[config.mk]
export PLATFORM = sky130hd
export DESIGN_NAME = whack_top
export DESIGN_NICKNAME = d
export VERILOG_FILES = /design/src/whack_pkg.sv /design/src/key_mapper.sv /design/src/game_fsm.sv /design/src/game_timer.sv /design/src/mole_lfsr.sv /design/src/score_keeper.sv /design/src/led_display.sv /design/src/whack_top.sv
export SDC_FILE = /design/constraint.sdc
export NUM_CORES = 1
export LEC_CHECK = 0
export ABC_CLOCK_PERIOD_IN_PS = 2500
export BUFFER_PORTS_ARGS = -buffer_cell sky130_fd_sc_hd__buf_2
export CORE_MARGIN = 1
export CORE_UTILIZATION = 50
export DETAILED_ROUTE_END_ITERATION = 16
export GPL_TIMING_DRIVEN = 1
export PLACE_DENSITY = 0.7
export SLEW_MARGIN = 10
export SYNTH_ARGS = -nofsm -noshare
export SYNTH_HDL_FRONTEND = slang
export SYNTH_HIERARCHICAL = 1
export SYNTH_SLANG_ARGS = --single-unit
[constraint.sdc]
create_clock -name clk -period 2.5 [get_ports clk]
set_input_delay 0.25 -clock clk [delete_from_list [all_inputs] [get_ports clk]]
set_output_delay 0.25 -clock clk [all_outputs]
set_load 0.02 [all_outputs]
[src/whack_pkg.sv]
package whack_pkg;

  typedef enum logic [1:0] {
    INIT  = 2'd0,
    SET   = 2'd1,
    GAME  = 2'd2,
    FINAL = 2'd3
  } game_state_t;

  typedef struct packed {
    logic       valid;
    logic       make;   // 1 press, 0 release
    logic [8:0] code;   // bit 8 marks an extended code
  } key_event_t;

  typedef struct packed {
    logic       valid;
    logic       is_space;
    logic       is_digit;
    logic [3:0] digit;
  } stroke_t;

  typedef struct packed {
    logic [7:0] time_bcd;
    logic [7:0] goal_bcd;
    logic       set_goal;  // entry mode, 0 = time
  } game_cfg_t;

  typedef struct packed {
    logic [7:0] score;
    logic [7:0] remaining;
    logic       win;
    logic       done;
  } play_t;

  localparam int TICK_CYCLES = 16;  // clock cycles per game second
  localparam int TICK_W = $clog2(TICK_CYCLES);
  localparam int FINAL_TICKS = 5;
  localparam int HOLD_W = $clog2(FINAL_TICKS);

  localparam logic [8:0] LFSR_SEED = 9'h160;
  localparam logic [8:0] SPACE_CODE = 9'h029;

  // main row 0-9 then keypad 0-9
  localparam int KEY_COUNT = 20;
  localparam logic [8:0] KEY_CODE [KEY_COUNT] = '{
    9'h045, 9'h016, 9'h01E, 9'h026, 9'h025,
    9'h02E, 9'h036, 9'h03D, 9'h03E, 9'h046,
    9'h070, 9'h069, 9'h072, 9'h07A, 9'h06B,
    9'h073, 9'h074, 9'h06C, 9'h075, 9'h07D
  };

  localparam logic [15:0] WIN_NUMS = 16'hFABC;
  localparam logic [15:0] LOSE_NUMS = 16'hD05E;
  localparam logic [15:0] IDLE_NUMS = 16'hFFFF;

  localparam logic [15:0] LED_IDLE = 16'h8001;
  localparam logic [15:0] LED_SET_TIME = 16'hFF01;
  localparam logic [15:0] LED_SET_GOAL = 16'h80FF;
  localparam logic [6:0] LED_GAME_TAIL = 7'b0000011;

  localparam logic [7:0] DEF_TIME_BCD = 8'h30;
  localparam logic [7:0] DEF_GOAL_BCD = 8'h10;

  function automatic logic [7:0] bcd_to_bin(input logic [7:0] bcd);
    return 8'(bcd[7:4]) * 8'd10 + 8'(bcd[3:0]);
  endfunction

  // two digits only, values above 99 wrap in the tens digit
  function automatic logic [7:0] bin_to_bcd(input logic [7:0] bin);
    logic [7:0] tens;
    logic [7:0] units;
    tens = bin / 8'd10;
    units = bin % 8'd10;
    return {tens[3:0], units[3:0]};
  endfunction

endpackage

[src/key_mapper.sv]
`timescale 1ns/100ps

module key_mapper (
  input  logic                  clk,
  input  logic                  out_rst,
  input  whack_pkg::key_event_t key,
  output whack_pkg::stroke_t    stroke
);
  import whack_pkg::*;

  logic       is_digit;
  logic       is_space;
  logic       is_repeat;
  logic [3:0] digit;
  logic [8:0] last_code;
  logic       held;

  // table lookup, both digit rows give 0-9
  always_comb begin
    is_digit = 1'b0;
    digit = 4'd0;
    for (int i = 0; i < KEY_COUNT; i++) begin
      if (key.code == KEY_CODE[i]) begin
        is_digit = 1'b1;
        digit = 4'(i % 10);
      end
    end
  end

  assign is_space = key.code == SPACE_CODE;
  assign is_repeat = held && key.code == last_code;  // typematic

  always_ff @(posedge clk or posedge out_rst) begin
    if (out_rst) begin
      stroke <= '0;
      last_code <= '0;
      held <= 1'b0;
    end else begin
      stroke.valid <= 1'b0;
      if (key.valid && key.make) begin
        stroke.valid <= (is_digit || is_space) && !is_repeat;
        stroke.is_space <= is_space;
        stroke.is_digit <= is_digit;
        stroke.digit <= digit;
        last_code <= key.code;
        held <= 1'b1;
      end else if (key.valid && key.code == last_code) begin
        held <= 1'b0;  // break of the held key
      end
    end
  end

endmodule

[src/game_fsm.sv]
`timescale 1ns/100ps

module game_fsm (
  input  logic                   clk,
  input  logic                   out_rst,
  input  logic                   start,
  input  logic                   done,
  input  logic                   hold_done,
  output whack_pkg::game_state_t state
);
  import whack_pkg::*;

  game_state_t next_state;

  always_comb begin
    next_state = state;
    unique case (state)
      INIT: begin
        if (start) next_state = SET;
      end
      SET: begin
        if (start) next_state = GAME;
      end
      GAME: begin
        // start ignored here
        if (done) next_state = FINAL;
      end
      FINAL: begin
        if (hold_done) next_state = INIT;
      end
      default: next_state = INIT;
    endcase
  end

  always_ff @(posedge clk or posedge out_rst) begin
    if (out_rst) begin
      state <= INIT;
    end else begin
      state <= next_state;
    end
  end

endmodule

[src/game_timer.sv]
`timescale 1ns/100ps

module game_timer (
  input  logic                   clk,
  input  logic                   out_rst,
  input  whack_pkg::game_state_t state,
  input  logic [7:0]             time_bcd,
  output logic                   tick,
  output logic [7:0]             remaining,
  output logic                   time_up,
  output logic                   hold_done
);
  import whack_pkg::*;

  game_state_t       prev_state;
  logic              state_chg;
  logic [TICK_W-1:0] presc;
  logic [HOLD_W-1:0] hold_cnt;

  assign state_chg = state != prev_state;
  assign tick = presc == TICK_W'(TICK_CYCLES - 1) && !state_chg;
  assign time_up = remaining == 8'd0;
  assign hold_done = state == FINAL && tick && hold_cnt == HOLD_W'(FINAL_TICKS - 1);

  // prescaler restarts on every state change
  always_ff @(posedge clk or posedge out_rst) begin
    if (out_rst) begin
      prev_state <= INIT;
      presc <= '0;
    end else begin
      prev_state <= state;
      if (state_chg) begin
        presc <= '0;
      end else if (tick) begin
        presc <= '0;
      end else begin
        presc <= presc + 1'b1;
      end
    end
  end

  always_ff @(posedge clk or posedge out_rst) begin
    if (out_rst) begin
      remaining <= bcd_to_bin(DEF_TIME_BCD);
    end else if (state == SET) begin
      remaining <= bcd_to_bin(time_bcd);
    end else if (state == GAME && tick && !time_up) begin
      remaining <= remaining - 1'b1;
    end
  end

  // seconds spent showing the result
  always_ff @(posedge clk or posedge out_rst) begin
    if (out_rst) begin
      hold_cnt <= '0;
    end else if (state != FINAL) begin
      hold_cnt <= '0;
    end else if (tick) begin
      hold_cnt <= hold_cnt + 1'b1;
    end
  end

endmodule

[src/mole_lfsr.sv]
`timescale 1ns/100ps

module mole_lfsr (
  input  logic                   clk,
  input  logic                   out_rst,
  input  whack_pkg::game_state_t state,
  input  logic                   tick,
  output logic [8:0]             moles
);
  import whack_pkg::*;

  logic [8:0] next_moles;

  // shift right, bit 0 fed back into 8, 6, 5 and 3
  always_comb begin
    next_moles[8] = moles[0];
    next_moles[7] = moles[8];
    next_moles[6] = moles[7] ^ moles[0];
    next_moles[5] = moles[6] ^ moles[0];
    next_moles[4] = moles[5];
    next_moles[3] = moles[4] ^ moles[0];
    next_moles[2] = moles[3];
    next_moles[1] = moles[2];
    next_moles[0] = moles[1];
  end

  always_ff @(posedge clk or posedge out_rst) begin
    if (out_rst) begin
      moles <= LFSR_SEED;
    end else if (state != GAME) begin
      moles <= LFSR_SEED;  // same pattern every game
    end else if (tick) begin
      moles <= next_moles;
    end
  end

endmodule

[src/score_keeper.sv]
`timescale 1ns/100ps

module score_keeper (
  input  logic                   clk,
  input  logic                   out_rst,
  input  whack_pkg::game_state_t state,
  input  whack_pkg::stroke_t     stroke,
  input  logic [8:0]             moles,
  input  logic [7:0]             remaining,
  input  logic                   time_up,
  output whack_pkg::game_cfg_t   cfg,
  output whack_pkg::play_t       play
);
  import whack_pkg::*;

  logic [7:0] goal_bin;
  logic       hit;

  assign goal_bin = bcd_to_bin(cfg.goal_bcd);

  // digit k hits mole bit 9-k, zero never hits
  assign hit = stroke.valid && stroke.is_digit && stroke.digit != 4'd0 &&
               moles[4'd9 - stroke.digit];

  always_ff @(posedge clk or posedge out_rst) begin
    if (out_rst) begin
      cfg.time_bcd <= DEF_TIME_BCD;
      cfg.goal_bcd <= DEF_GOAL_BCD;
      cfg.set_goal <= 1'b0;
      play <= '0;
    end else begin
      unique case (state)
        INIT: begin
          cfg.time_bcd <= DEF_TIME_BCD;
          cfg.goal_bcd <= DEF_GOAL_BCD;
          cfg.set_goal <= 1'b0;
          play <= '0;
        end
        SET: begin
          if (stroke.valid && stroke.is_space) begin
            cfg.set_goal <= ~cfg.set_goal;
          end else if (stroke.valid && stroke.is_digit) begin
            // old units digit moves up to tens
            if (cfg.set_goal) begin
              cfg.goal_bcd <= {cfg.goal_bcd[3:0], stroke.digit};
            end else begin
              cfg.time_bcd <= {cfg.time_bcd[3:0], stroke.digit};
            end
          end
        end
        GAME: begin
          if (!play.done) begin
            play.remaining <= remaining;  // frozen once done
            if (play.score == goal_bin) begin
              play.done <= 1'b1;
              play.win <= 1'b1;
            end else if (time_up) begin
              play.done <= 1'b1;
              play.win <= 1'b0;
            end else if (hit) begin
              play.score <= play.score + 1'b1;
            end
          end
        end
        FINAL: begin
          play <= play;  // result stays for display
        end
        default: play <= '0;
      endcase
    end
  end

endmodule

[src/led_display.sv]
`timescale 1ns/100ps

module led_display (
  input  logic                   clk,
  input  logic                   out_rst,
  input  whack_pkg::game_state_t state,
  input  logic                   tick,
  input  whack_pkg::game_cfg_t   cfg,
  input  whack_pkg::play_t       play,
  input  logic [7:0]             remaining,
  input  logic [8:0]             moles,
  output logic [15:0]            led,
  output logic [15:0]            nums
);
  import whack_pkg::*;

  logic        in_final;
  logic [7:0]  rem_shown;
  logic [15:0] next_led;
  logic [15:0] next_nums;

  // hold the finishing time once the game is decided
  assign rem_shown = play.done ? play.remaining : remaining;

  always_comb begin
    next_led = led;
    next_nums = nums;
    unique case (state)
      INIT: begin
        next_led = LED_IDLE;
        next_nums = IDLE_NUMS;
      end
      SET: begin
        next_led = cfg.set_goal ? LED_SET_GOAL : LED_SET_TIME;
        next_nums = {cfg.time_bcd, cfg.goal_bcd};
      end
      GAME: begin
        next_led = {moles, LED_GAME_TAIL};
        next_nums = {bin_to_bcd(rem_shown), bin_to_bcd(play.score)};
      end
      FINAL: begin
        if (!in_final) begin
          next_led = '1;  // flash starts lit
        end else if (tick) begin
          next_led = ~led;
        end
        next_nums = play.win ? WIN_NUMS : LOSE_NUMS;
      end
      default: begin
        next_led = LED_IDLE;
        next_nums = IDLE_NUMS;
      end
    endcase
  end

  always_ff @(posedge clk or posedge out_rst) begin
    if (out_rst) begin
      led <= LED_IDLE;
      nums <= IDLE_NUMS;
      in_final <= 1'b0;
    end else begin
      led <= next_led;
      nums <= next_nums;
      in_final <= state == FINAL;
    end
  end

endmodule

[src/whack_top.sv]
`timescale 1ns/100ps

module whack_top (
  input  logic                  clk,
  input  logic                  out_rst,
  input  logic                  start,
  input  whack_pkg::key_event_t key,
  output logic [15:0]           led,
  output logic [15:0]           nums
);
  import whack_pkg::*;

  game_state_t state;
  stroke_t     stroke;
  game_cfg_t   cfg;
  play_t       play;
  logic        tick;
  logic        time_up;
  logic        hold_done;
  logic [7:0]  remaining;
  logic [8:0]  moles;

  key_mapper key_mapper_i (
    .clk     (clk),
    .out_rst (out_rst),
    .key     (key),
    .stroke  (stroke)
  );

  game_fsm game_fsm_i (
    .clk       (clk),
    .out_rst   (out_rst),
    .start     (start),
    .done      (play.done),
    .hold_done (hold_done),
    .state     (state)
  );

  game_timer game_timer_i (
    .clk       (clk),
    .out_rst   (out_rst),
    .state     (state),
    .time_bcd  (cfg.time_bcd),
    .tick      (tick),
    .remaining (remaining),
    .time_up   (time_up),
    .hold_done (hold_done)
  );

  mole_lfsr mole_lfsr_i (
    .clk     (clk),
    .out_rst (out_rst),
    .state   (state),
    .tick    (tick),
    .moles   (moles)
  );

  score_keeper score_keeper_i (
    .clk       (clk),
    .out_rst   (out_rst),
    .state     (state),
    .stroke    (stroke),
    .moles     (moles),
    .remaining (remaining),
    .time_up   (time_up),
    .cfg       (cfg),
    .play      (play)
  );

  led_display led_display_i (
    .clk       (clk),
    .out_rst   (out_rst),
    .state     (state),
    .tick      (tick),
    .cfg       (cfg),
    .play      (play),
    .remaining (remaining),
    .moles     (moles),
    .led       (led),
    .nums      (nums)
  );

endmodule

==> key figures <==
Run status
  • Status: complete, but fails checks
  • Failing checks: negative setup slack

Placed design
  • DP HPWL: 14.8 mm
  • Cell total after placement: between 1k and 1.5k
  • Pre-CTS setup slack: -0.0946 ns
  • Gp weighted congestion: 0.933
  • Port bufs: 45
  • Placed Area: 9020 sq um

Synthesis
  • Compound-gate portion of the synthesized area: a little under a quarter
  • Post-Synth Simple-Gate Area: 20.2%
  • Most common cell in the synthesized netlist: dfrtp_1
  • Synth top area share: 25.6%
  • #FFs+latches synth: 113
  • Syn_nets: 966
  • Post-synth design cell area: 8310 sq um
  • Synth warn: 6
  • Post-Synthesis Cells: 922
  • Ranking of synthesized cells by area: dfrtp_1 26%, dfstp_2 8.9%, a21oi_1 4.5%, ha_1 3.9%, xnor2_1 3.7%
  • Synth Flop Type: dfrtp_1
  • Area leader, netlist: dfrtp_1
  • Sequential fraction of the synthesis area: 34.5%
  • Adder-cell share of the synthesized area: under 10%
  • Post-synth ARST share: 100%
  • Largest family of logic cells by synthesized area: compound AO/OA/AOI/OAI gates
  • Mux contribution to synthesized area: between 5 and 6%
  • Number of flops mapped to enable cells by yosys: 0
  • Top cells by count, synth: 85 x dfrtp_1, 74 x a21oi_1, 71 x nand2_1, 66 x nor2_1, 54 x o21ai_0
  • Syn avg cell area: 9.01 sq um
  • Netlist cell types: 99
  • Synth Area in XOR/XNOR: 5.92%

Detailed routing
  • WL/cell: 17.5 microns
  • Initial DRT Pass Iterations: 5
  • Routed Antenna Nets: 0
  • DR DRC count: 0
  • Routed WL: 21.4 mm
  • Vias per cell: 6.08
  • DR iter-0 viols: ~600
  • Detailed-route via count: 7440

Global routing
  • Initial antenna violation count: 0
  • Vias in the first global route: approximately 7k
  • Largest net degree at the start of global routing: 36
  • Grt ovf: 0
  • First-pass GRT wire length: 35.6 mm
  • GR Util All Layers: a little over a quarter

Timing
  • Fin. Hold Viols: 0
  • Final setup TNS: -0.342 ns
  • Final cycle utilization of the critical path: 103%
  • Worst Tran Pin Value: 0.728 ns
  • Fin. max-slew vios: 0
  • Fmax: between 300 and 400 MHz
  • Fin worst setup slack: -0.0727 ns
  • Slew margin rel.: 51.4%
  • Minimum clock period: approximately 2.6 ns
  • Final setup fails: 7
  • RSZ-0062 raised after global routing: yes
  • Setup Skew: 0.00660 ns

Pwr
  • VDD IR-drop max: roughly 0.00067 V
  • P per Cell Area: 926 nW/um^2
  • Leak Pwr: 4.09 nW

Finish
  • Multi-input combinational cell area: 5130 sq um
  • Fin util: 60.8%
  • Total Nets Final: approximately 1.0k
  • ANT cells: 0
  • FF/Latch Area: 2870 sq um
  • Fin cells: 1224
  • Area grow syn2layout: 17.6%
  • Share of cells above drive strength 1: 24.6%
  • Final Cell Area: about 9800 sq um
  • Fill cells: around 1.3k

Floorplan
  • Row Count: 46
  • Die X: 131 microns
  • Die height: 131 microns
  • Io pins: 46
  • Initial Util: between 50% and 60%
  • DIE AREA: between 15000 and 20000 sq um
  • CORE AREA: 16100 sq um

Clocking
  • CTS H-tree depth: 4
  • Reg clk slew, reported paths: 0.06 ns
  • Clock latency on the worst-skew pair: 0.42 ns
  • CTS Buf Count: 17
  • Clk sinks: 113
  • Clk buf depth: 2
  • Clock Root Buffer: clkbuf_16
  • CTS tree: built

Critical path
  • Reg-to-reg setup timing slack: -0.07 ns
  • Critical path endpoint category: flop
  • Worst setup SP type: flop
  • Crit path required time: 2.84 ns
  • Worst Path Max Fanout: 6
  • Worst R2R Path Depth: 9
  • Critical Path AT: 2.91 ns
  • CP Class: flop to flop

Run
  • Maxcap violations: 0

Min path
  • Hold Crit Class: primary input to flop
  • Hold Path Cell Cnt: 2
[sequential cells by signal, indices dropped and copies added, names as in the netlist]
name	cells
game_fsm_i/state	2
game_timer_i/hold_cnt	3
game_timer_i/presc	4
game_timer_i/prev_state	2
game_timer_i/remaining	8
key_mapper_i/held	1
key_mapper_i/last_code	9
key_mapper_i/stroke	7
led_display_i/in_final	1
led_display_i/led	16
led_display_i/nums	16
mole_lfsr_i/moles	9
score_keeper_i/cfg	17
score_keeper_i/play	18
[final timing paths]
path                                  startpoint                         to
max                        score_keeper_i/cfg[6]    score_keeper_i/play[10]
min                                       key[9]          key_mapper_i/held
max in group asynchronous                out_rst  game_timer_i/remaining[7]
min in group asynchronous                out_rst        game_fsm_i/state[0]
min reg2reg                game_timer_i/presc[0]      game_timer_i/presc[0]
max reg2reg                score_keeper_i/cfg[6]    score_keeper_i/play[10]
[area by class of cell]
class | instances | area share [%]
tap | 216 | 2.77
clock inverter | 13 | 1.63
multi-input combinational | 711 | 52.5
timing repair buffer | 107 | 7.48
sequential | 113 | 29.3
clock buffer | 19 | 4.53
inverter | 45 | 1.75
[placed cells by master, fill, tap and decap left out, types with 7 or more instances in the layout]
| master | n |
|---|---|
| dfrtp_1 | 82 |
| a21oi_1 | 72 |
| nand2_1 | 71 |
| nor2_1 | 66 |
| buf_4 | 58 |
| o21ai_0 | 54 |
| buf_2 | 45 |
| inv_1 | 44 |
| xnor2_1 | 35 |
| dfstp_2 | 28 |
| nand3_1 | 27 |
| a22o_1 | 25 |
| ha_1 | 22 |
| nor3_1 | 18 |
| clkbuf_16 | 17 |
| nor2b_1 | 17 |
| xor2_1 | 16 |
| mux2i_1 | 16 |
| nand2b_1 | 15 |
| nand4_1 | 15 |
| o22ai_1 | 13 |
| mux2_2 | 12 |
| a31oi_1 | 9 |
| nor4_1 | 8 |
| a22oi_1 | 7 |
| and3b_1 | 7 |
| o31ai_1 | 7 |
| o211ai_1 | 7 |
| o221ai_1 | 7 |
[report_power, final]
part           internal (mW)  switching [mW]  total [mW]
Sequential              2.34           0.300        2.64
Combinational           1.50            2.44        3.93
Clock                   1.59           0.878        2.47
Total                   5.43            3.62        9.05
[worst max-delay path, cell delays in order, from the launching register on]
cell,delay (ns)
dfrtp_1,0.40
ha_4,0.26
ha_4,0.16
fa_2,0.60
nor2b_4,0.16
nand4b_1,0.15
a21oi_4,0.25
o221ai_4,0.18
nand2_4,0.15
mux2i_1,0.18
[metal layers]
layer  GRT usage, %  vias to the layer above  wire length [microns]
li1               -                     3548                      -
met1           36.4                     3619                   9910
met2           42.8                      243                  10200
met3           5.29                       30                   1010
met4           6.63                        0                    265
met5              0                        -                      0
[through the flow]
step	power, mW	hold WS (ns)
floorplan	5.36	-0.00882
global placement	6.46	0.170
detailed placement	6.48	0.174
CTS	9.00	0.143
global route	9.63	0.165
finish	9.05	0.154
[cells by family (layout without fill, tap and decap cells)]
group / count (synthesis) / count (layout)
fa+ha+maj: 32 / 32
xor+xnor: 53 / 53
compound gates: 281 / 282
simple gates: 307 / 307
buf+inv: 99 / 184
flops: 113 / 113
mux: 37 / 37
[timing repair]
action                     in CTS  in global routing
setup buffers                   1                  3
setup endpoints to repair       7                 12
hold endpoints to repair        8                  0
gates cloned                    1                  0
hold buffers                    1                  0
pin swaps                       4                  7
resized for setup               4                  9
Power figures use the tool's default switching activity.
